$ cat src/sd_host_pkg.sv
// SD host controller shared definitions
// Register map, field positions, frame lengths and status bit positions
// for the AXI4-Lite register block and the CMD line engine
package sd_host_pkg;

  // ******************************
  // Register bus
  // ******************************
  localparam int AXI_ADDR_W = 5;             // Byte address width
  localparam int AXI_DATA_W = 32;

  localparam logic [AXI_ADDR_W-1:0] REG_CMD    = 5'h00; // Index and response flag, write issues
  localparam logic [AXI_ADDR_W-1:0] REG_ARG    = 5'h04; // 32-bit command argument
  localparam logic [AXI_ADDR_W-1:0] REG_STATUS = 5'h08;
  localparam logic [AXI_ADDR_W-1:0] REG_RESP   = 5'h0C; // Card status from a short response
  localparam logic [AXI_ADDR_W-1:0] REG_CLKDIV = 5'h10;

  localparam logic [1:0] RESP_OKAY   = 2'b00;
  localparam logic [1:0] RESP_SLVERR = 2'b10;

  // CMD register fields
  localparam int CMD_INDEX_LSB = 0;          // Index in bits 5..0
  localparam int CMD_RESP_BIT  = 8;          // Set when a short response is expected

  // STATUS register bits
  localparam int ST_BUSY      = 0;
  localparam int ST_DONE      = 1;
  localparam int ST_CRC_ERR   = 2;
  localparam int ST_TIMEOUT   = 3;
  localparam int ST_INDEX_ERR = 4;

  // ******************************
  // SD clock and CMD framing
  // ******************************
  localparam int CLKDIV_W = 8;
  localparam logic [CLKDIV_W-1:0] CLKDIV_RESET = 8'd4; // Period is 2 * (div + 1) system clocks

  localparam int CMD_FRAME_LEN = 48;         // Command and short response alike
  localparam int CMD_HDR_LEN   = 40;         // Bits covered by the CRC7
  localparam int NCR_MAX       = 64;         // SD clock periods allowed before a response start

endpackage

$ cat src/sd_cmd_if.sv
// SD command request channel
// Carries one command from the register block to the CMD engine and brings
// the result back: a start pulse one way, busy, done and the flags the other
interface sd_cmd_if;

  logic        start;        // One-cycle request, only while busy is low
  logic [5:0]  index;
  logic [31:0] arg;
  logic        resp_exp;     // Wait for and check a 48-bit response

  logic        busy;         // Rises after start, falls with done
  logic        done;         // One-cycle end of command
  logic [31:0] resp_status;  // Response bits 39..8
  logic        crc_err;      // Flags are valid while done is high
  logic        timeout;
  logic        index_err;

  modport requester (
    output start, index, arg, resp_exp,
    input  busy, done, resp_status, crc_err, timeout, index_err
  );

  modport engine (
    input  start, index, arg, resp_exp,
    output busy, done, resp_status, crc_err, timeout, index_err
  );

endinterface

$ cat src/sd_crc7.sv
// Serial CRC7 for SD command and response frames
// Polynomial x^7 + x^3 + 1, one bit per enabled clock, MSB of the frame first
module sd_crc7 (
  input  logic       clk,
  input  logic       rst,
  input  logic       i_clear,   // Zero the register before a new frame
  input  logic       i_en,      // Advance by i_bit
  input  logic       i_bit,
  output logic [6:0] o_crc
);

  logic fb;

  assign fb = i_bit ^ o_crc[6];  // Feedback into taps 0 and 3

  always_ff @(posedge clk) begin
    if (rst || i_clear) begin
      o_crc <= 7'd0;
    end else if (i_en) begin
      o_crc <= {o_crc[5:3], o_crc[2] ^ fb, o_crc[1:0], fb};
    end
  end

endmodule

$ cat src/sd_host_platform.sv
// SD host platform layer
// Divides the system clock into the SD card clock, marks its edges for the
// engine, registers the CMD drive and synchronizes the CMD input
module sd_host_platform (
  input  logic                          clk,
  input  logic                          rst,
  input  logic [sd_host_pkg::CLKDIV_W-1:0] i_clk_div,
  input  logic                          i_cmd_out,    // Bit the engine wants on the line
  input  logic                          i_cmd_oe,
  input  logic                          i_cmd_pin,    // Raw CMD pad input
  output logic                          o_sd_clk,
  output logic                          o_tx_stb,     // Cycle in which sd_clk fell
  output logic                          o_rx_stb,     // Cycle in which sd_clk rose
  output logic                          o_cmd_pin,
  output logic                          o_cmd_pin_oe,
  output logic                          o_cmd_in      // Synchronized CMD input
);
  import sd_host_pkg::*;

  logic [CLKDIV_W-1:0] div_cnt;
  logic                toggle;
  logic                sync_q1;

  // Compare with >= so that a smaller new divisor takes effect at once
  assign toggle = (div_cnt >= i_clk_div);

  always_ff @(posedge clk) begin
    if (rst) begin
      div_cnt      <= '0;
      o_sd_clk     <= 1'b0;
      o_tx_stb     <= 1'b0;
      o_rx_stb     <= 1'b0;
      o_cmd_pin    <= 1'b1;
      o_cmd_pin_oe <= 1'b0;
      sync_q1      <= 1'b1;               // Idle CMD line is pulled high
      o_cmd_in     <= 1'b1;
    end else begin
      o_tx_stb <= toggle && o_sd_clk;     // Strobes line up with the new sd_clk level
      o_rx_stb <= toggle && !o_sd_clk;
      if (toggle) begin
        div_cnt  <= '0;
        o_sd_clk <= ~o_sd_clk;
      end else begin
        div_cnt <= div_cnt + 1'b1;
      end
      // Drive changes just after a falling edge, giving the card a half period of setup
      if (o_tx_stb) begin
        o_cmd_pin    <= i_cmd_out;
        o_cmd_pin_oe <= i_cmd_oe;
      end
      sync_q1  <= i_cmd_pin;              // Two flops into the system clock
      o_cmd_in <= sync_q1;
    end
  end

  a_strobes_apart: assert property (@(posedge clk) disable iff (rst) !(o_tx_stb && o_rx_stb));

endmodule

$ cat src/sd_cmd_engine.sv
// SD CMD line engine
// Sends the 48-bit command frame on tx strobes, then optionally waits for
// and receives a 48-bit short response on rx strobes and checks it
module sd_cmd_engine (
  input  logic      clk,
  input  logic      rst,
  input  logic      i_tx_stb,
  input  logic      i_rx_stb,
  input  logic      i_cmd_in,
  output logic      o_cmd_out,
  output logic      o_cmd_oe,
  sd_cmd_if.engine  cmd
);
  import sd_host_pkg::*;

  typedef enum logic [2:0] {IDLE, SEND, WAIT_RESP, RECV, FINISH} state_t;

  state_t                       state;
  logic [5:0]                   bit_cnt;     // Frame position, 48 marks the release strobe
  logic [$clog2(NCR_MAX+1)-1:0] wait_cnt;
  logic                         timed_out;
  logic [CMD_HDR_LEN-1:0]       tx_sr;       // Start, transmission, index, argument
  logic [CMD_FRAME_LEN-1:0]     rx_sr;
  logic [5:0]                   sent_index;
  logic                         resp_exp_q;
  logic [6:0]                   tx_crc;
  logic [6:0]                   rx_crc;
  logic [5:0]                   crc_pos;
  logic                         start_ok;
  logic                         tx_hdr;
  logic                         rx_take;
  logic                         resp_seen;

  // ******************************
  // Transmit side
  // ******************************
  assign start_ok = cmd.start && (state == IDLE || state == FINISH);
  assign tx_hdr   = (state == SEND) && i_tx_stb && (bit_cnt < 6'(CMD_HDR_LEN));
  assign o_cmd_oe = (state == SEND) && (bit_cnt < 6'(CMD_FRAME_LEN));

  always_comb begin
    crc_pos = 6'(CMD_FRAME_LEN - 2) - bit_cnt;  // CRC bit 6 goes out at position 40
    if (bit_cnt < 6'(CMD_HDR_LEN)) begin
      o_cmd_out = tx_sr[CMD_HDR_LEN-1];
    end else if (bit_cnt < 6'(CMD_FRAME_LEN - 1)) begin
      o_cmd_out = tx_crc[crc_pos[2:0]];
    end else begin
      o_cmd_out = 1'b1;                         // End bit, also the idle level
    end
  end

  sd_crc7 tx_crc_inst (
    .clk     (clk),
    .rst     (rst),
    .i_clear (start_ok),
    .i_en    (tx_hdr),
    .i_bit   (tx_sr[CMD_HDR_LEN-1]),
    .o_crc   (tx_crc)
  );

  // ******************************
  // Receive side
  // ******************************
  // The zero start bit is the first bit taken in
  assign rx_take = i_rx_stb && ((state == WAIT_RESP && !i_cmd_in) || state == RECV);

  sd_crc7 rx_crc_inst (
    .clk     (clk),
    .rst     (rst),
    .i_clear (start_ok),
    .i_en    (rx_take && (state == WAIT_RESP || bit_cnt < 6'(CMD_HDR_LEN))),
    .i_bit   (i_cmd_in),
    .o_crc   (rx_crc)
  );

  always_ff @(posedge clk) begin
    if (rst) begin
      state     <= IDLE;
      bit_cnt   <= '0;
      wait_cnt  <= '0;
      timed_out <= 1'b0;
    end else begin
      case (state)
        IDLE, FINISH: begin
          if (start_ok) begin
            state     <= SEND;
            bit_cnt   <= '0;
            timed_out <= 1'b0;
          end else begin
            state <= IDLE;                      // FINISH lasts one cycle
          end
        end
        SEND: if (i_tx_stb) begin
          if (bit_cnt == 6'(CMD_FRAME_LEN)) begin   // Strobe after the end bit releases the line
            state    <= resp_exp_q ? WAIT_RESP : FINISH;
            wait_cnt <= '0;
          end else begin
            bit_cnt <= bit_cnt + 1'b1;
          end
        end
        WAIT_RESP: if (i_rx_stb) begin
          if (!i_cmd_in) begin
            state   <= RECV;
            bit_cnt <= 6'd1;
          end else if (wait_cnt == NCR_MAX - 1) begin
            state     <= FINISH;
            timed_out <= 1'b1;
          end else begin
            wait_cnt <= wait_cnt + 1'b1;
          end
        end
        RECV: if (i_rx_stb) begin
          if (bit_cnt == 6'(CMD_FRAME_LEN - 1)) state <= FINISH;  // End bit sampled
          bit_cnt <= bit_cnt + 1'b1;
        end
        default: state <= IDLE;
      endcase
    end
  end

  // Frame payload
  always_ff @(posedge clk) begin
    if (start_ok) begin
      tx_sr      <= {2'b01, cmd.index, cmd.arg};
      sent_index <= cmd.index;
      resp_exp_q <= cmd.resp_exp;
    end else if (tx_hdr) begin
      tx_sr <= {tx_sr[CMD_HDR_LEN-2:0], 1'b0};
    end
    if (rx_take) rx_sr <= {rx_sr[CMD_FRAME_LEN-2:0], i_cmd_in};
  end

  // ******************************
  // Result
  // ******************************
  assign resp_seen       = resp_exp_q && !timed_out;
  assign cmd.busy        = (state == SEND) || (state == WAIT_RESP) || (state == RECV);
  assign cmd.done        = (state == FINISH);
  assign cmd.resp_status = rx_sr[39:8];
  assign cmd.timeout     = timed_out;
  assign cmd.crc_err     = resp_seen && ((rx_sr[7:1] != rx_crc) || !rx_sr[0]);
  assign cmd.index_err   = resp_seen && (rx_sr[45:40] != sent_index);

  a_released_on_resp: assert property (@(posedge clk) disable iff (rst)
    (state == WAIT_RESP || state == RECV) |-> !o_cmd_oe);
  a_start_when_idle: assert property (@(posedge clk) disable iff (rst) cmd.start |-> !cmd.busy);

endmodule

$ cat src/sd_host_regs.sv
// SD host register block
// AXI4-Lite slave with the CMD, ARG, STATUS, RESP and CLKDIV registers;
// a CMD write issues a command and done latches its result
module sd_host_regs (
  input  logic                               clk,
  input  logic                               rst,
  input  logic [sd_host_pkg::AXI_ADDR_W-1:0] i_awaddr,
  input  logic                               i_awvalid,
  output logic                               o_awready,
  input  logic [sd_host_pkg::AXI_DATA_W-1:0] i_wdata,
  input  logic [3:0]                         i_wstrb,
  input  logic                               i_wvalid,
  output logic                               o_wready,
  output logic [1:0]                         o_bresp,
  output logic                               o_bvalid,
  input  logic                               i_bready,
  input  logic [sd_host_pkg::AXI_ADDR_W-1:0] i_araddr,
  input  logic                               i_arvalid,
  output logic                               o_arready,
  output logic [sd_host_pkg::AXI_DATA_W-1:0] o_rdata,
  output logic [1:0]                         o_rresp,
  output logic                               o_rvalid,
  input  logic                               i_rready,
  output logic [sd_host_pkg::CLKDIV_W-1:0]   o_clk_div,
  sd_cmd_if.requester                        cmd
);
  import sd_host_pkg::*;

  logic                  wr_hs;
  logic                  rd_hs;
  logic                  wr_hit;
  logic                  rd_hit;
  logic [AXI_DATA_W-1:0] rd_word;
  logic [5:0]            cmd_index;
  logic                  cmd_resp_exp;
  logic [31:0]           arg_reg;
  logic [31:0]           resp_reg;
  logic                  start_q;
  logic                  st_done;
  logic                  st_crc_err;
  logic                  st_timeout;
  logic                  st_index_err;

  assign wr_hs  = o_awready && i_awvalid && i_wvalid;   // Address and data taken together
  assign rd_hs  = o_arready && i_arvalid;
  assign wr_hit = (i_awaddr == REG_CMD) || (i_awaddr == REG_ARG) || (i_awaddr == REG_STATUS) ||
                  (i_awaddr == REG_RESP) || (i_awaddr == REG_CLKDIV);

  assign cmd.start    = start_q;
  assign cmd.index    = cmd_index;
  assign cmd.arg      = arg_reg;
  assign cmd.resp_exp = cmd_resp_exp;

  // ******************************
  // Write channel and control state
  // ******************************
  always_ff @(posedge clk) begin
    if (rst) begin
      o_awready    <= 1'b0;
      o_wready     <= 1'b0;
      o_bvalid     <= 1'b0;
      o_bresp      <= RESP_OKAY;
      o_clk_div    <= CLKDIV_RESET;
      cmd_index    <= '0;
      cmd_resp_exp <= 1'b0;
      start_q      <= 1'b0;
      st_done      <= 1'b0;
      st_crc_err   <= 1'b0;
      st_timeout   <= 1'b0;
      st_index_err <= 1'b0;
    end else begin
      start_q   <= 1'b0;
      o_awready <= i_awvalid && i_wvalid && !o_awready && !o_bvalid;  // No new write while B pends
      o_wready  <= i_awvalid && i_wvalid && !o_awready && !o_bvalid;
      if (o_bvalid && i_bready) o_bvalid <= 1'b0;
      if (cmd.done) begin                        // Result latch, a new command below wins
        st_done      <= 1'b1;
        st_crc_err   <= cmd.crc_err;
        st_timeout   <= cmd.timeout;
        st_index_err <= cmd.index_err;
      end
      if (wr_hs) begin
        o_bvalid <= 1'b1;
        o_bresp  <= wr_hit ? RESP_OKAY : RESP_SLVERR;
        if (i_awaddr == REG_CMD && !cmd.busy) begin   // Ignored while busy, still OKAY
          cmd_index    <= i_wdata[CMD_INDEX_LSB +: 6];
          cmd_resp_exp <= i_wdata[CMD_RESP_BIT];
          start_q      <= 1'b1;
          st_done      <= 1'b0;
          st_crc_err   <= 1'b0;
          st_timeout   <= 1'b0;
          st_index_err <= 1'b0;
        end
        if (i_awaddr == REG_CLKDIV && i_wstrb[0]) o_clk_div <= i_wdata[CLKDIV_W-1:0];
      end
    end
  end

  // Argument with byte strobes, and the response status from the card
  always_ff @(posedge clk) begin
    if (wr_hs && i_awaddr == REG_ARG) begin
      for (int b = 0; b < 4; b++) begin
        if (i_wstrb[b]) arg_reg[8*b +: 8] <= i_wdata[8*b +: 8];
      end
    end
    if (cmd.done) resp_reg <= cmd.resp_status;
  end

  // ******************************
  // Read channel
  // ******************************
  always_comb begin
    rd_word = '0;
    rd_hit  = 1'b1;
    case (i_araddr)
      REG_CMD: begin
        rd_word[CMD_INDEX_LSB +: 6] = cmd_index;
        rd_word[CMD_RESP_BIT]       = cmd_resp_exp;
      end
      REG_ARG: rd_word = arg_reg;
      REG_STATUS: begin
        rd_word[ST_BUSY]      = cmd.busy;       // Live from the engine
        rd_word[ST_DONE]      = st_done;
        rd_word[ST_CRC_ERR]   = st_crc_err;
        rd_word[ST_TIMEOUT]   = st_timeout;
        rd_word[ST_INDEX_ERR] = st_index_err;
      end
      REG_RESP:   rd_word = resp_reg;
      REG_CLKDIV: rd_word[CLKDIV_W-1:0] = o_clk_div;
      default:    rd_hit = 1'b0;                // Unmapped reads return zero
    endcase
  end

  always_ff @(posedge clk) begin
    if (rst) begin
      o_arready <= 1'b0;
      o_rvalid  <= 1'b0;
      o_rresp   <= RESP_OKAY;
    end else begin
      o_arready <= i_arvalid && !o_arready && !o_rvalid;
      if (o_rvalid && i_rready) o_rvalid <= 1'b0;
      if (rd_hs) begin
        o_rvalid <= 1'b1;
        o_rresp  <= rd_hit ? RESP_OKAY : RESP_SLVERR;
      end
    end
  end

  always_ff @(posedge clk) begin
    if (rd_hs) o_rdata <= rd_word;
  end

  a_bvalid_held: assert property (@(posedge clk) disable iff (rst)
    o_bvalid && !i_bready |=> o_bvalid);

endmodule

$ cat src/sd_host_top.sv
// SD host controller top level
// AXI4-Lite register block, CMD engine and platform layer with plain ports;
// the CMD line leaves as separate out, enable and in signals
module sd_host_top (
  input  logic                               clk,
  input  logic                               rst,
  input  logic [sd_host_pkg::AXI_ADDR_W-1:0] i_awaddr,
  input  logic                               i_awvalid,
  output logic                               o_awready,
  input  logic [sd_host_pkg::AXI_DATA_W-1:0] i_wdata,
  input  logic [3:0]                         i_wstrb,
  input  logic                               i_wvalid,
  output logic                               o_wready,
  output logic [1:0]                         o_bresp,
  output logic                               o_bvalid,
  input  logic                               i_bready,
  input  logic [sd_host_pkg::AXI_ADDR_W-1:0] i_araddr,
  input  logic                               i_arvalid,
  output logic                               o_arready,
  output logic [sd_host_pkg::AXI_DATA_W-1:0] o_rdata,
  output logic [1:0]                         o_rresp,
  output logic                               o_rvalid,
  input  logic                               i_rready,
  output logic                               o_sd_clk,
  output logic                               o_sd_cmd,
  output logic                               o_sd_cmd_oe,
  input  logic                               i_sd_cmd
);

  logic [sd_host_pkg::CLKDIV_W-1:0] clk_div;
  logic tx_stb;
  logic rx_stb;
  logic cmd_out;
  logic cmd_oe;
  logic cmd_in;

  sd_cmd_if cmd_if ();

  sd_host_regs regs_inst (
    .clk, .rst,
    .i_awaddr, .i_awvalid, .o_awready, .i_wdata, .i_wstrb, .i_wvalid, .o_wready,
    .o_bresp, .o_bvalid, .i_bready,
    .i_araddr, .i_arvalid, .o_arready, .o_rdata, .o_rresp, .o_rvalid, .i_rready,
    .o_clk_div (clk_div),
    .cmd       (cmd_if.requester)
  );

  sd_cmd_engine engine_inst (
    .clk, .rst,
    .i_tx_stb  (tx_stb),
    .i_rx_stb  (rx_stb),
    .i_cmd_in  (cmd_in),
    .o_cmd_out (cmd_out),
    .o_cmd_oe  (cmd_oe),
    .cmd       (cmd_if.engine)
  );

  sd_host_platform platform_inst (
    .clk, .rst,
    .i_clk_div    (clk_div),
    .i_cmd_out    (cmd_out),
    .i_cmd_oe     (cmd_oe),
    .i_cmd_pin    (i_sd_cmd),
    .o_sd_clk     (o_sd_clk),
    .o_tx_stb     (tx_stb),
    .o_rx_stb     (rx_stb),
    .o_cmd_pin    (o_sd_cmd),
    .o_cmd_pin_oe (o_sd_cmd_oe),
    .o_cmd_in     (cmd_in)
  );

endmodule

$ cat config.mk
export PLATFORM = sky130hd
export DESIGN_NAME = sd_host_top
export DESIGN_NICKNAME = d
export VERILOG_FILES = /design/src/sd_host_pkg.sv /design/src/sd_cmd_if.sv /design/src/sd_crc7.sv /design/src/sd_host_platform.sv /design/src/sd_cmd_engine.sv /design/src/sd_host_regs.sv /design/src/sd_host_top.sv
export SDC_FILE = /design/constraint.sdc
export NUM_CORES = 1
export LEC_CHECK = 0
export BUFFER_PORTS_ARGS = -buffer_cell sky130_fd_sc_hd__buf_2
export CORE_MARGIN = 10
export CORE_UTILIZATION = 45
export CTS_CLUSTER_DIAMETER = 50
export DETAILED_ROUTE_END_ITERATION = 7
export SLEW_MARGIN = 20
export SYNTH_ARGS = -nofsm -noshare
export SYNTH_HDL_FRONTEND = slang
export SYNTH_SLANG_ARGS = --single-unit
$ cat constraint.sdc
create_clock -name clk -period 4 [get_ports clk]
set_input_delay 0.2 -clock clk [delete_from_list [all_inputs] [get_ports clk]]
set_output_delay 0.2 -clock clk [all_outputs]
set_load 0.05 [all_outputs]
# Word-level counts from Yosys, hierarchy flattened
# Cells that the tools add are included.
[word_totals]
word_cells = 210
ff_bits = 263
[classes]
addsub = 4
order_cmp = 5
n_bitwise = 6
n_reduce_logical = 68
n_eq_ne = 29
muxes = 59
[op_table]
columns = ["cell", "count"]
rows = [
  ["2-to-1 mux 38 bit", 2],
  ["one-hot mux 23 bit (2 select lines)", 1],
  ["2-to-1 mux 6 bit", 6],
  ["2-to-1 mux 7 bit", 5],
  ["2-to-1 mux 1 bit", 26],
  ["logical AND 1 bit", 25],
  ["one-hot mux 5 bit (5 select lines)", 1],
  ["2-to-1 mux 3 bit", 8],
  ["one-hot mux 6 bit (4 select lines)", 1],
  ["equality test 5 x 4 -> 1 bit (second input constant)", 4],
  ["< comparator 6 bit (second input constant)", 3],
  ["!= test 2 bit (second input constant)", 7],
  ["one-hot mux 7 bit (2 select lines)", 1],
  ["equality test 6 bit (second input constant)", 2],
  ["one-hot mux 3 bit (4 select lines)", 1],
  ["AND reduction 2 bit", 6],
  ["AND reduction 6 bit", 2],
  ["logical OR 1 bit", 11],
  ["equality test 5 x 3 -> 1 bit (second input constant)", 2],
  ["equality test 5 bit (second input constant)", 2],
  ["logical NOT 5 bit", 2],
  ["nonzero test 2 bit", 5],
  ["logical NOT 1 bit", 9],
  ["adder 8 x 1 -> 8 bit (second input constant)", 1],
  ["other kinds (27)", 38],
]

# Logic depth before layout (Yosys ltp)
# Gate-level depths: netlist (run 1).
[logic_depth]
depth_word = 7
mapped_depth = 8

# Modules after synthesis
# From an unflattened synthesis (run 1), not the netlist that was laid out.
[hier_totals]
hier_cells = 842
area_unflattened_um2 = 10684.0
[by_module_without_submodules]
columns = ["module", "area_each_um2", "instances", "seq_area_each_um2", "cells_per_inst"]
rows = [
  ["sd_cmd_engine", 4895.9, 1, 3113.0, 421],
  ["sd_host_regs", 4444.3, 1, 3403.3, 281],
  ["sd_host_platform", 790.8, 1, 300.3, 84],
  ["sd_crc7", 276.5, 2, 140.1, 28],
]

# Worst setup path before layout (run 1)
# No wires, ideal clock.
[synth_timing]
kind = "register -> register"
start = "register engine_inst.state[1]"
end = "register engine_inst.rx_sr[0], enable pin"
period_less_slack_ns = 3.148
n_path_buf = 1
stages_incl_launch_ff = 4
t_arrival_ns = 2.698
setup_slack_ns = 0.852
path_cell_list = "dfxtp_1 > clkbuf_1 > nand3_1 > nor2_1"
[synth_between]
elab_chain_len = 4
[synth_lines]
columns = ["item", "line", "text"]
rows = [
  ["start: declaration", "sd_cmd_engine.sv:18", "state_t state;"],
  ["start signal: assignment", "sd_cmd_engine.sv:95", "state <= resp_exp_q ? WAIT_RESP : FINISH;"],
  ["equality test 3 x 2 -> 1 bit", "sd_cmd_engine.sv:65", "assign rx_take = i_rx_stb && ((state == WAIT_RESP && !i_cmd_in) || state == RECV);"],
  ["logical AND 1 bit", "sd_cmd_engine.sv:65", ""],
  ["logical OR 1 bit (*)", "sd_cmd_engine.sv:65", ""],
  ["logical AND 1 bit (*)", "sd_cmd_engine.sv:65", ""],
  ["named net engine_inst.rx_take", "sd_cmd_engine.sv:31", "logic rx_take;"],
  ["end signal: assignment", "sd_cmd_engine.sv:130", "if (rx_take) rx_sr <= {rx_sr[CMD_FRAME_LEN-2:0], i_cmd_in};"],
  ["end: declaration", "sd_cmd_engine.sv:23", "logic [CMD_FRAME_LEN-1:0] rx_sr;"],
]
# The timed path passes the listed nets; every way through them passes the cells marked *.
# A chain may end at the register's enable or synchronous reset.

# Worst setup path in the final report (run 1)
[layout_timing]
start = "register engine_inst.state[0]"
end = "register engine_inst.tx_sr[2], enable pin"
[layout_between]
elab_chain_len = 4
[layout_lines]
columns = ["item", "line", "text"]
rows = [
  ["equality test 3 bit (tied with other cells)", "sd_cmd_engine.sv:37", "assign start_ok = cmd.start && (state == IDLE || state == FINISH);"],
  ["logical OR 1 bit / logical AND 1 bit (equally long branches)", "sd_cmd_engine.sv:37, sd_cmd_engine.sv:38", ""],
  ["logical AND 1 bit, on equally long branches", "sd_cmd_engine.sv:37, sd_cmd_engine.sv:38", ""],
  ["nonzero test 2 bit (no line) (*)", "-", ""],
  ["end signal: assignment", "sd_cmd_engine.sv:124", "tx_sr <= {2'b01, cmd.index, cmd.arg};"],
  ["end signal: assignment", "sd_cmd_engine.sv:128", "tx_sr <= {tx_sr[CMD_HDR_LEN-2:0], 1'b0};"],
  ["end: declaration", "sd_cmd_engine.sv:22", "logic [CMD_HDR_LEN-1:0] tx_sr;"],
]
# Every way passes the cells marked *; elsewhere a longest branch is shown, timed or not.

==> run_summary.xml, run 1 <==
<?xml version="1.0" encoding="UTF-8"?>
<metrics>
  <group name="grt">
    <metric name="globalRouteOverflowTotal" unit="">0</metric>
    <metric name="antenna_found_initial" unit="">0</metric>
    <metric name="global_route_wire_length_before_repair" unit="mm">35.9</metric>
    <metric name="grt_util_all_layers" unit="">0.153</metric>
    <metric name="grt_pass1_vias" unit="">6773</metric>
    <metric name="grt_start_max_net_pins" unit="">47</metric>
  </group>
  <group name="clock_tree">
    <metric name="cts_max_path_bufs" unit="">3</metric>
    <metric name="h-tree-depth" unit="">1</metric>
    <metric name="cts_tree" unit="">yes</metric>
    <metric name="cts.reportedPaths.clkPinSlew" unit="ns">0.06</metric>
    <metric name="root_buffer" unit="">sky130_fd_sc_hd__clkbuf_16</metric>
    <metric name="post_cts_resize_count" unit="">0</metric>
    <metric name="cts_made_buffers" unit="">29</metric>
    <metric name="cts.sinks" unit="">261</metric>
    <metric name="clock_insertion_delay_worst_skew" unit="ns">0.53</metric>
  </group>
  <group name="final_layout">
    <metric name="layout-drive-gt1-share" unit="">0.176</metric>
    <metric name="utilization" unit="">0.554</metric>
    <metric name="area_growth_syn_to_fin" unit="%">20.2</metric>
    <metric name="fin_area" unit="um^2">12200</metric>
    <metric name="largest-register" unit="">engine_inst.rx_sr</metric>
    <metric name="flip_flop_count_of_the_largest_register_after_layout" unit="">46</metric>
    <metric name="fin_cells" unit="">1220</metric>
    <metric name="layout_top_registers" unit="">engine_inst.rx_sr x46, engine_inst.tx_sr x40</metric>
    <metric name="fin_nets" unit="">982</metric>
  </group>
  <group name="synth">
    <metric name="synth_ff_type" unit="">sky130_fd_sc_hd__edfxtp_1</metric>
    <metric name="post_synth_mux_area_share" unit="">0.0264</metric>
    <metric name="synth-seq-cells" unit="">261</metric>
    <metric name="synth_compound_gate_area_share" unit="">0.0819</metric>
    <metric name="syn_area_per_cell" unit="um^2">13.1</metric>
    <metric name="yosys.area_share.adder" unit="">0.0136</metric>
    <metric name="yosysSeqAreaShare" unit="">0.701</metric>
    <metric name="synth_top_family_by_area" unit="">simple AND/OR/NAND/NOR gates</metric>
    <metric name="synth_cell_types" unit="">63</metric>
    <metric name="synth_edf_count" unit="">187</metric>
    <metric name="synth_simple_gate_area_frac" unit="">0.133</metric>
    <metric name="netlist_area" unit="um^2">10100</metric>
    <metric name="synthArstFlopShare" unit="">0</metric>
    <metric name="total_number_of_yosys_warnings" unit="">0</metric>
    <metric name="synth_xor_xnor_area_share" unit="">0.0216</metric>
    <metric name="synthCells" unit="">775</metric>
  </group>
  <group name="sta">
    <metric name="timing.final.hold_violations" unit="">0</metric>
    <metric name="achievable-frequency" unit="MHz">398</metric>
    <metric name="setup_viol" unit="">0</metric>
    <metric name="final.period_utilization" unit="">0.628</metric>
    <metric name="timing.clock.skew" unit="ns">0.0101</metric>
    <metric name="min_period" unit="ns">2.51</metric>
    <metric name="maxSlewViolCount" unit="">0</metric>
    <metric name="setup_slack" unit="ns">1.49</metric>
    <metric name="worst_pin_slew" unit="ns">1.19</metric>
    <metric name="rsz0062_at_grt" unit="">no</metric>
    <metric name="tns" unit="ns">0</metric>
    <metric name="relSlewSlack" unit="">0.202</metric>
  </group>
  <group name="floorplan">
    <metric name="chipWidth" unit="um">170</metric>
    <metric name="dieHeight" unit="um">170</metric>
    <metric name="core_area" unit="um^2">22000</metric>
    <metric name="initial_utilization" unit="">0.461</metric>
    <metric name="num_ports" unit="">98</metric>
    <metric name="rows" unit="">54</metric>
    <metric name="die-area" unit="um^2">28900</metric>
  </group>
  <group name="critical_path">
    <metric name="type_of_the_worst_setup_path" unit="">reg2reg</metric>
    <metric name="critPathMaxFanout" unit="">38</metric>
    <metric name="cp_data_arrival_time" unit="ns">2.68</metric>
    <metric name="cp_data_required_time" unit="ns">4.17</metric>
    <metric name="end_kind" unit="">flop</metric>
    <metric name="worstSetupStartpointType" unit="">flop</metric>
  </group>
  <group name="detailed_routing">
    <metric name="average_detailed_routed_wire_length_per_instance" unit="um">18.3</metric>
    <metric name="via_count" unit="">6555</metric>
    <metric name="drt_drc_violations_left" unit="">0</metric>
    <metric name="drt-initial-drc-count" unit="">506</metric>
    <metric name="drt_pass1_iterations" unit="">4</metric>
    <metric name="route.antenna.remaining_nets" unit="">0</metric>
    <metric name="vias_per_cell" unit="">5.37</metric>
    <metric name="routed_wirelength" unit="mm">22.4</metric>
  </group>
  <group name="placed_design">
    <metric name="cell_area_after_placement" unit="um^2">10900</metric>
    <metric name="dpl.cell_count" unit="">1128</metric>
    <metric name="worst_slack_placed" unit="ns">1.49</metric>
    <metric name="portBuffers" unit="">95</metric>
    <metric name="gpl.final_weighted_congestion" unit="">0.859</metric>
    <metric name="dpl.hpwl" unit="mm">15.0</metric>
  </group>
  <group name="run">
    <metric name="cap_violations" unit="">0</metric>
  </group>
  <group name="pwr">
    <metric name="static_power_due_to_leakage" unit="nW">4.55</metric>
    <metric name="power.density" unit="nW/um^2">485</metric>
    <metric name="ir_worst_vdd" unit="uV">297</metric>
  </group>
  <group name="hold_path">
    <metric name="hold_path_class" unit="">in2reg</metric>
  </group>
  <group name="outcome">
    <metric name="status" unit="">completed</metric>
  </group>
</metrics>
-- layout make-up --
cell class | instances | area (um^2)
repair buffers | 143 | 931
fillers | 1838 | 9790
clock inverters | 16 | 128
inverters | 18 | 67.6
flip-flops and latches | 261 | 7100
clock buffers | 37 | 776
diodes | 1 | 2.50
multi-input cells | 464 | 2820
well taps | 280 | 350
-- layout by cell type (no fill, tap or decap), types with 10 or more instances in the layout --
master / instances
sky130_fd_sc_hd__edfxtp_1: 187
sky130_fd_sc_hd__a22oi_1: 12
sky130_fd_sc_hd__nand3_1: 22
sky130_fd_sc_hd__inv_1: 18
sky130_fd_sc_hd__dfxtp_1: 74
sky130_fd_sc_hd__buf_4: 10
sky130_fd_sc_hd__buf_2: 95
sky130_fd_sc_hd__o21ai_0: 11
sky130_fd_sc_hd__ha_1: 11
sky130_fd_sc_hd__a21oi_1: 18
sky130_fd_sc_hd__clkbuf_16: 29
sky130_fd_sc_hd__dlygate4sd3_1: 38
sky130_fd_sc_hd__xor2_1: 13
sky130_fd_sc_hd__xnor2_1: 12
sky130_fd_sc_hd__nor2_1: 48
sky130_fd_sc_hd__a22o_1: 30
sky130_fd_sc_hd__mux2i_1: 23
sky130_fd_sc_hd__nand2_1: 146
-- per-stage QoR --
stage                     hold WS, ns  power [mW]
after floorplan                 0.299        3.32
after global placement          0.378        3.43
after detailed placement        0.378        3.45
after CTS                      0.0146        5.96
after global routing           0.0493        6.10
final                          0.0282        5.90
-- layer usage --
layer / wire [um] / share of wire / track usage
met4: 638 / 0.029 / 0.0526
met5: 0 / 0 / 0
met1: 9200 / 0.41 / 0.189
met3: 1400 / 0.063 / 0.0342
met2: 11100 / 0.50 / 0.261
-- critical path: stages, from the launching register on --
cell,delay [ns]
sky130_fd_sc_hd__dfxtp_1,0.53
sky130_fd_sc_hd__nor3b_1,0.41
sky130_fd_sc_hd__nand3b_1,0.53
sky130_fd_sc_hd__nand2_1,0.21
sky130_fd_sc_hd__buf_4,0.43
-- power by group --
group          switching [mW]  internal [mW]
sequential             0.0572           2.94
clock                    1.04           1.44
combinational           0.281          0.152
total                    1.37           4.53
-- final timing paths --
kind,from,endpoint,slack (ns),cells past startpoint
worst min register to register,platform_inst.sync_q1$_SDFF_PP1_,platform_inst.o_cmd_in$_SDFF_PP1_,0.42,1
worst min-delay path,i_wvalid,regs_inst.o_bvalid$_SDFFE_PP0P_,0.03,3
worst max-delay path,engine_inst.state[0]$_SDFFE_PP0P_,engine_inst.tx_sr[2]$_DFFE_PP_,1.49,4
worst max register to register,engine_inst.state[0]$_SDFFE_PP0P_,engine_inst.tx_sr[2]$_DFFE_PP_,1.49,4
-- repair_timing --
action | 4_1_cts | 5_1_grt
hold endpoints to repair | 51 | 0
hold buffers | 38 | 0
setup buffers | 0 | 0
-- synth_stat cells (9+ instances only) --
cell type	instances	area share
sky130_fd_sc_hd__a21oi_1	18	0.0089
sky130_fd_sc_hd__a22o_1	30	0.026
sky130_fd_sc_hd__a22oi_1	12	0.0089
sky130_fd_sc_hd__and2_1	9	0.0056
sky130_fd_sc_hd__clkbuf_1	22	0.0082
sky130_fd_sc_hd__dfxtp_1	74	0.15
sky130_fd_sc_hd__edfxtp_1	187	0.55
sky130_fd_sc_hd__ha_1	11	0.014
sky130_fd_sc_hd__inv_1	18	0.0067
sky130_fd_sc_hd__mux2i_1	23	0.023
sky130_fd_sc_hd__nand2_1	146	0.054
sky130_fd_sc_hd__nand3_1	22	0.011
sky130_fd_sc_hd__nor2_1	50	0.019
sky130_fd_sc_hd__o21ai_0	11	0.0054
sky130_fd_sc_hd__xnor2_1	12	0.010
sky130_fd_sc_hd__xor2_1	13	0.011
-- logic make-up (layout without fill, tap and decap cells) --
kind of cell | after synthesis | after routing
other | 1 | 3
xor gates and xnor gates | 25 | 25
adders and majority gates | 11 | 11
buffers and inverters | 51 | 214
muxes | 25 | 25
DFF | 261 | 261
AOI/OAI and AO/OA | 109 | 109
and+or+nand+nor | 292 | 292
(Power assumes the default switching activity.)
==> run 2, diff against run 1 <==
- clock period: 4 -> 2.65 ns (I/O delays scaled with it)
==> run 2 against run 1 <==
- sequential share of layout area decreased by 0.85 points
- clock skew rose by 0.0013 ns
- fmax is 10% higher
- largest cell class unchanged
==> run_summary.xml, run 2 (same netlist as run 1, synthesis figures left out) <==
<?xml version="1.0" encoding="UTF-8"?>
<metrics>
  <group name="final_layout">
    <metric name="layout-drive-gt1-share" unit="">0.186</metric>
    <metric name="largest-register" unit="">engine_inst.rx_sr</metric>
    <metric name="sequential_cell_area" unit="um^2">7100</metric>
    <metric name="multi_input_comb_area" unit="um^2">2820</metric>
    <metric name="fin_nets" unit="">994</metric>
    <metric name="commonest_cells_after_routing_fill_and_taps_aside" unit="">sky130_fd_sc_hd__edfxtp_1, sky130_fd_sc_hd__nand2_1, sky130_fd_sc_hd__buf_2, sky130_fd_sc_hd__dfxtp_1, sky130_fd_sc_hd__nor2_1</metric>
    <metric name="final.fill_count" unit="">1784</metric>
    <metric name="area_growth_syn_to_fin" unit="%">22.0</metric>
    <metric name="diodes_inserted" unit="">0</metric>
    <metric name="layout_commonest_cell" unit="">sky130_fd_sc_hd__edfxtp_1</metric>
    <metric name="layout_top_registers" unit="">engine_inst.rx_sr x46, engine_inst.tx_sr x40</metric>
    <metric name="flip_flop_count_of_the_largest_register_after_layout" unit="">46</metric>
  </group>
  <group name="sta">
    <metric name="setup_viol" unit="">0</metric>
    <metric name="final.period_utilization" unit="">0.859</metric>
    <metric name="rsz0062_at_grt" unit="">no</metric>
    <metric name="worst_pin_slew" unit="ns">0.783</metric>
    <metric name="setup_slack" unit="ns">0.373</metric>
    <metric name="maxSlewViolCount" unit="">0</metric>
    <metric name="relSlewSlack" unit="">0.478</metric>
    <metric name="timing.clock.skew" unit="ns">0.0114</metric>
    <metric name="achievable-frequency" unit="MHz">439</metric>
    <metric name="min_period" unit="ns">2.28</metric>
    <metric name="tns" unit="ns">0</metric>
    <metric name="timing.final.hold_violations" unit="">0</metric>
  </group>
  <group name="placed_design">
    <metric name="dpl.hpwl" unit="mm">15.0</metric>
    <metric name="worst_slack_placed" unit="ns">0.441</metric>
    <metric name="portBuffers" unit="">95</metric>
    <metric name="gpl.final_weighted_congestion" unit="">0.843</metric>
  </group>
  <group name="critical_path">
    <metric name="worstSetupStartpointType" unit="">flop</metric>
    <metric name="critPathLaunch" unit="">engine_inst.state[0]$_SDFFE_PP0P_</metric>
    <metric name="cp_data_arrival_time" unit="ns">2.74</metric>
    <metric name="cp_data_required_time" unit="ns">3.11</metric>
    <metric name="r2r-start" unit="">engine_inst.state[0]$_SDFFE_PP0P_</metric>
    <metric name="critPathMaxFanout" unit="">13</metric>
    <metric name="end_kind" unit="">flop</metric>
    <metric name="type_of_the_worst_setup_path" unit="">reg2reg</metric>
    <metric name="worstRegToRegCells" unit="">5</metric>
  </group>
  <group name="pwr">
    <metric name="totalPowerFinal" unit="mW">9.16</metric>
    <metric name="power.density" unit="nW/um^2">741</metric>
    <metric name="ir_worst_vdd" unit="uV">492</metric>
    <metric name="static_power_due_to_leakage" unit="nW">4.65</metric>
  </group>
  <group name="clock_tree">
    <metric name="cts.reportedPaths.clkPinSlew" unit="ns">0.06</metric>
    <metric name="cts_made_buffers" unit="">29</metric>
    <metric name="clock_insertion_delay_worst_skew" unit="ns">0.54</metric>
    <metric name="cts_tree" unit="">yes</metric>
    <metric name="cts.sinks" unit="">261</metric>
    <metric name="post_cts_resize_count" unit="">0</metric>
    <metric name="h-tree-depth" unit="">1</metric>
    <metric name="cts_max_path_bufs" unit="">3</metric>
    <metric name="root_buffer" unit="">sky130_fd_sc_hd__clkbuf_16</metric>
    <metric name="post-cts-setup-buffers" unit="">0</metric>
  </group>
  <group name="detailed_routing">
    <metric name="drt_pass1_iterations" unit="">5</metric>
    <metric name="drt_drc_violations_left" unit="">0</metric>
    <metric name="route.antenna.remaining_nets" unit="">0</metric>
    <metric name="vias_per_cell" unit="">5.34</metric>
    <metric name="drt-initial-drc-count" unit="">456</metric>
    <metric name="via_count" unit="">6569</metric>
    <metric name="routed_wirelength" unit="mm">22.4</metric>
    <metric name="average_detailed_routed_wire_length_per_instance" unit="um">18.2</metric>
  </group>
  <group name="floorplan">
    <metric name="dieHeight" unit="um">170</metric>
    <metric name="die-area" unit="um^2">28900</metric>
    <metric name="rows" unit="">54</metric>
    <metric name="core_area" unit="um^2">22000</metric>
    <metric name="num_ports" unit="">98</metric>
    <metric name="initial_utilization" unit="">0.461</metric>
    <metric name="chipWidth" unit="um">170</metric>
  </group>
  <group name="grt">
    <metric name="globalRouteOverflowTotal" unit="">0</metric>
    <metric name="grt_pass1_vias" unit="">6958</metric>
    <metric name="antenna_found_initial" unit="">0</metric>
    <metric name="global_route_wire_length_before_repair" unit="mm">36.1</metric>
    <metric name="grt_util_all_layers" unit="">0.153</metric>
    <metric name="grt_start_max_net_pins" unit="">47</metric>
  </group>
  <group name="outcome">
    <metric name="status" unit="">completed</metric>
  </group>
  <group name="hold_path">
    <metric name="hold_path_class" unit="">in2reg</metric>
    <metric name="worstHoldPathCells" unit="">3</metric>
    <metric name="min-delay-start" unit="">i_awaddr[4]</metric>
  </group>
  <group name="run">
    <metric name="cap_violations" unit="">0</metric>
  </group>
</metrics>
run 2: worst paths after layout:
path,to,slack (ns)
max,engine_inst.wait_cnt[0]$_SDFFE_PP0P_,0.37
min,regs_inst.cmd.start$_SDFF_PP0_,0.02
max reg2reg,engine_inst.wait_cnt[0]$_SDFFE_PP0P_,0.37
min reg2reg,platform_inst.o_cmd_in$_SDFF_PP1_,0.41
run 2: area by class of cell:
| type | instances | share of cell area |
|---|---|---|
| sequential | 261 | 0.575 |
| multi-input combinational | 464 | 0.228 |
| timing repair buffer | 155 | 0.0853 |
| clock buffer | 31 | 0.0594 |
| tap | 280 | 0.0284 |
| clock inverter | 22 | 0.0186 |
| inverter | 18 | 0.00547 |
run 2: where the power goes:
group,internal [mW],leakage [nW],switching [mW],total (mW)
clock network,2.32,0.474,1.61,3.94
logic,0.265,1.90,0.451,0.716
registers,4.43,2.28,0.0769,4.51
run 2: repair_timing:
item / 4_1_cts / 5_1_grt
hold buffers: 41 / 0
endpoints found under the hold margin: 53 / 0
setup endpoints to repair: 0 / 0
run 2: per-stage QoR:
stage / area [um^2] / util / hold WS (ns) / instances
floorplan: 10100 / - / 0.231 / 776
global placement: 11000 / 0.500 / 0.311 / 1137
detailed placement: 11000 / 0.500 / 0.311 / 1137
CTS: 12400 / 0.563 / 0.00450 / 1231
global route: 12400 / 0.563 / 0.0296 / 1231
finish: 12400 / 0.563 / 0.0249 / 1231
run 2: critical path, cell delays in order, from the launching register on:
cell	delay, ns
sky130_fd_sc_hd__dfxtp_1	0.56
sky130_fd_sc_hd__nand2b_1	0.23
sky130_fd_sc_hd__or4_1	0.69
sky130_fd_sc_hd__a2bb2o_4	0.30
sky130_fd_sc_hd__or3_1	0.31
sky130_fd_sc_hd__a21oi_1	0.11
run 2: metal layers:
metal / up-vias / track usage / wire (um)
li1: 3150 / - / -
met1: 3165 / 0.198 / 9980
met2: 208 / 0.254 / 10700
met3: 46 / 0.0308 / 1300
met4: 0 / 0.0496 / 450
met5: - / 0 / 0
==> run 3, diff against run 2 <==
- PLACE_DENSITY: unset -> 0.66
- clock period: 2.65 -> 1.86 ns (I/O delays scaled with it)
==> run 3 against run 2 <==
- first-iteration DRC count is 4.2% higher
- non-clock buffer count is 41 higher
- sequential cell count stayed put
- power is 44% higher
- routed wire length is 0.79% higher
- worst hold slack better by 0.0094 ns
- register-to-register slack worse by 0.39 ns
- sequential power is 42% higher
- via count is 2.1% higher
- sequential share of layout area is 2.1 points lower
- count of clock-buffer cells in the layout is 5 higher
- the flow now finishes with violations (setup timing)
==> run_summary.xml, run 3 (same netlist as run 1, synthesis figures left out) <==
<?xml version="1.0" encoding="UTF-8"?>
<metrics>
  <group name="grt">
    <metric name="globalRouteOverflowTotal" unit="">0</metric>
    <metric name="grt_util_all_layers" unit="">0.152</metric>
    <metric name="antenna_found_initial" unit="">0</metric>
    <metric name="grt_pass1_vias" unit="">6590</metric>
    <metric name="grt_start_max_net_pins" unit="">47</metric>
    <metric name="global_route_wire_length_before_repair" unit="mm">35.4</metric>
  </group>
  <group name="placed_design">
    <metric name="portBuffers" unit="">95</metric>
    <metric name="dpl.hpwl" unit="mm">15.2</metric>
    <metric name="dpl.cell_count" unit="">1171</metric>
    <metric name="gpl.final_weighted_congestion" unit="">0.853</metric>
  </group>
  <group name="sta">
    <metric name="timing.clock.skew" unit="ns">0.0153</metric>
    <metric name="timing.final.hold_violations" unit="">0</metric>
    <metric name="worst_pin_slew" unit="ns">0.964</metric>
    <metric name="achievable-frequency" unit="MHz">533</metric>
    <metric name="min_period" unit="ns">1.88</metric>
    <metric name="setup_viol" unit="">1</metric>
    <metric name="relSlewSlack" unit="">0.352</metric>
    <metric name="final.period_utilization" unit="">1.01</metric>
    <metric name="rsz0062_at_grt" unit="">yes</metric>
    <metric name="maxSlewViolCount" unit="">0</metric>
    <metric name="setup_slack" unit="ns">-0.0164</metric>
  </group>
  <group name="floorplan">
    <metric name="initial_utilization" unit="">0.461</metric>
    <metric name="dieHeight" unit="um">170</metric>
    <metric name="die-area" unit="um^2">28900</metric>
    <metric name="num_ports" unit="">98</metric>
    <metric name="chipWidth" unit="um">170</metric>
    <metric name="core_area" unit="um^2">22000</metric>
    <metric name="rows" unit="">54</metric>
  </group>
  <group name="final_layout">
    <metric name="multi_input_comb_area" unit="um^2">3000</metric>
    <metric name="largest-register" unit="">engine_inst.rx_sr</metric>
    <metric name="layout_top_registers" unit="">engine_inst.rx_sr x46, engine_inst.tx_sr x40</metric>
    <metric name="fin_cells" unit="">1270</metric>
    <metric name="layout-drive-gt1-share" unit="">0.249</metric>
    <metric name="fin_nets" unit="">1034</metric>
    <metric name="final.fill_count" unit="">1714</metric>
    <metric name="diodes_inserted" unit="">0</metric>
    <metric name="sequential_cell_area" unit="um^2">7110</metric>
    <metric name="area_growth_syn_to_fin" unit="%">26.8</metric>
    <metric name="commonest_cells_after_routing_fill_and_taps_aside" unit="">sky130_fd_sc_hd__edfxtp_1, sky130_fd_sc_hd__nand2_1, sky130_fd_sc_hd__buf_2, sky130_fd_sc_hd__dfxtp_1, sky130_fd_sc_hd__buf_4</metric>
    <metric name="flip_flop_count_of_the_largest_register_after_layout" unit="">46</metric>
    <metric name="layout_commonest_cell" unit="">sky130_fd_sc_hd__edfxtp_1</metric>
  </group>
  <group name="detailed_routing">
    <metric name="average_detailed_routed_wire_length_per_instance" unit="um">17.8</metric>
    <metric name="via_count" unit="">6710</metric>
    <metric name="route.antenna.remaining_nets" unit="">0</metric>
    <metric name="drt_pass1_iterations" unit="">6</metric>
    <metric name="drt_drc_violations_left" unit="">0</metric>
    <metric name="routed_wirelength" unit="mm">22.6</metric>
    <metric name="vias_per_cell" unit="">5.28</metric>
    <metric name="drt-initial-drc-count" unit="">475</metric>
  </group>
  <group name="pwr">
    <metric name="static_power_due_to_leakage" unit="nW">4.87</metric>
    <metric name="ir_worst_vdd" unit="uV">888</metric>
    <metric name="power.density" unit="nW/um^2">1030</metric>
    <metric name="totalPowerFinal" unit="mW">13.2</metric>
  </group>
  <group name="critical_path">
    <metric name="critical_path.slowest_cell" unit="">sky130_fd_sc_hd__or4_4</metric>
    <metric name="largest_incremental_delay_on_the_critical_path" unit="ns">0.44</metric>
    <metric name="r2r-start" unit="">engine_inst.bit_cnt[0]$_SDFFE_PP0P_</metric>
    <metric name="end_kind" unit="">flop</metric>
    <metric name="cp_data_arrival_time" unit="ns">2.34</metric>
    <metric name="crit-reg2reg-capture" unit="">engine_inst.wait_cnt[0]$_SDFFE_PP0P_</metric>
    <metric name="type_of_the_worst_setup_path" unit="">reg2reg</metric>
    <metric name="cp_data_required_time" unit="ns">2.32</metric>
    <metric name="family_with_the_most_delay_on_the_worst_path" unit="">simple AND/OR/NAND/NOR gates</metric>
    <metric name="setup.reg_to_reg.worst_slack" unit="ns">-0.02</metric>
    <metric name="worstSetupStartpointType" unit="">flop</metric>
    <metric name="cp.buffers_inverters" unit="">0</metric>
    <metric name="worstRegToRegCells" unit="">5</metric>
    <metric name="critPathMaxFanout" unit="">8</metric>
    <metric name="timing.critical_path.cells" unit="">or2_4 -&gt; or4_4 -&gt; a2bb2o_4 -&gt; or3_4 -&gt; a21oi_2</metric>
  </group>
  <group name="run">
    <metric name="cap_violations" unit="">0</metric>
  </group>
  <group name="clock_tree">
    <metric name="cts_tree" unit="">yes</metric>
    <metric name="clock_insertion_delay_worst_skew" unit="ns">0.54</metric>
    <metric name="cts.sinks" unit="">261</metric>
    <metric name="cts.reportedPaths.clkPinSlew" unit="ns">0.06</metric>
    <metric name="h-tree-depth" unit="">1</metric>
    <metric name="cts_made_buffers" unit="">28</metric>
    <metric name="cts_max_path_bufs" unit="">3</metric>
    <metric name="root_buffer" unit="">sky130_fd_sc_hd__clkbuf_16</metric>
  </group>
  <group name="outcome">
    <metric name="failed_checks" unit="">setup timing</metric>
    <metric name="status" unit="">complete, but fails checks</metric>
  </group>
  <group name="hold_path">
    <metric name="min-delay-start" unit="">i_awvalid</metric>
    <metric name="worstHoldPathCells" unit="">5</metric>
    <metric name="hold_path_class" unit="">in2reg</metric>
    <metric name="endpoint_worst_hold" unit="">regs_inst.o_bresp[1]$_SDFFE_PP0P_</metric>
  </group>
</metrics>
-- run 3: cell count changes in the layout (fill, tap and decap cells not counted), moves of 3 or more --
cell / previous run / this run
sky130_fd_sc_hd__buf_4: 17 / 51
sky130_fd_sc_hd__clkinv_2: 8 / 5
sky130_fd_sc_hd__or4_1: 4 / 1
sky130_fd_sc_hd__and2_4: 0 / 5
sky130_fd_sc_hd__nor2_1: 48 / 44
sky130_fd_sc_hd__dfxtp_1: 74 / 68
sky130_fd_sc_hd__clkbuf_1: 2 / 6
sky130_fd_sc_hd__and2_1: 9 / 4
sky130_fd_sc_hd__clkinv_4: 4 / 1
sky130_fd_sc_hd__or4_4: 0 / 3
sky130_fd_sc_hd__dfxtp_2: 0 / 4
sky130_fd_sc_hd__dlygate4sd3_1: 41 / 44
-- run 3: worst max-delay path by stage --
| stage | start | to | slack, ns | depth (start not counted) |
|---|---|---|---|---|
| finish | engine_inst.bit_cnt[0]$_SDFFE_PP0P_ | engine_inst.wait_cnt[0]$_SDFFE_PP0P_ | -0.02 | 5 |
| global route | regs_inst.o_clk_div[0]$_SDFFE_PP0P_ | platform_inst.div_cnt[2]$_SDFF_PP0_ | -0.1 | 7 |
| CTS | regs_inst.o_awready$_SDFF_PP0_ | regs_inst.cmd.index[5]$_SDFFE_PP0P_ | -0.003 | 5 |
| detailed placement | engine_inst.state[0]$_SDFFE_PP0P_ | engine_inst.rx_crc_inst.o_crc[6]$_SDFFE_PP0P_ | -0.06 | 6 |
| global placement | platform_inst.div_cnt[0]$_SDFF_PP0_ | platform_inst.div_cnt[7]$_SDFF_PP0_ | -0.01 | 7 |
| floorplan | regs_inst.o_awready$_SDFF_PP0_ | regs_inst.cmd.index[0]$_SDFFE_PP0P_ | -0.18 | 6 |
-- run 3: layer usage --
layer,vias to the layer above,part of all wire,global-route usage
li1,3239,-,-
met1,3280,0.46,0.204
met2,155,0.48,0.245
met3,36,0.046,0.0259
met4,0,0.022,0.0477
met5,-,0,0
-- run 3: area by class of cell --
| type | count | area share |
|---|---|---|
| flip-flops and latches | 261 | 0.554 |
| clock inverters | 15 | 0.0134 |
| well taps | 280 | 0.0273 |
| multi-input cells | 464 | 0.233 |
| clock buffers | 36 | 0.0585 |
| inverters | 18 | 0.00556 |
| repair buffers | 196 | 0.108 |
-- run 3: power breakdown --
group	internal, mW	switching, mW	total [mW]	leakage, nW
logic	0.563	0.735	1.30	2.14
registers	6.32	0.0869	6.41	2.28
clock network	3.28	2.22	5.49	0.449
total	10.2	3.04	13.2	4.87
-- run 3: worst min-delay path, cell delays in order --
cell                      delay (ns)
sky130_fd_sc_hd__buf_2          0.12
sky130_fd_sc_hd__nand3_4        0.06
sky130_fd_sc_hd__buf_4          0.12
sky130_fd_sc_hd__a21oi_1        0.06
sky130_fd_sc_hd__nor2_1         0.07
-- run 3: what timing repair did --
item | in CTS | in global routing
setup buffers | 3 | 0
endpoints found under the setup margin | 65 | 89
hold buffers | 42 | 2
gates resized for setup | 5 | 31
pin swaps | 5 | 14
gates cloned | 0 | 1
endpoints found under the hold margin | 61 | 16
-- run 3: per-stage QoR --
stage	cell area [um^2]	util	hold WS, ns	TNS [ns]	setup slack (ns)
5_1_grt	12800	0.585	0.0349	-1.12	-0.0953
3_3_place_gp	11300	0.515	0.273	-0.0470	-0.0100
2_1_floorplan	10200	-	0.192	-2.33	-0.179
3_5_place_dp	11300	0.515	0.271	-0.944	-0.0556
4_1_cts	12700	0.578	0.0138	-0.00289	-0.00289
6_report	12800	0.585	0.0342	-0.0164	-0.0164
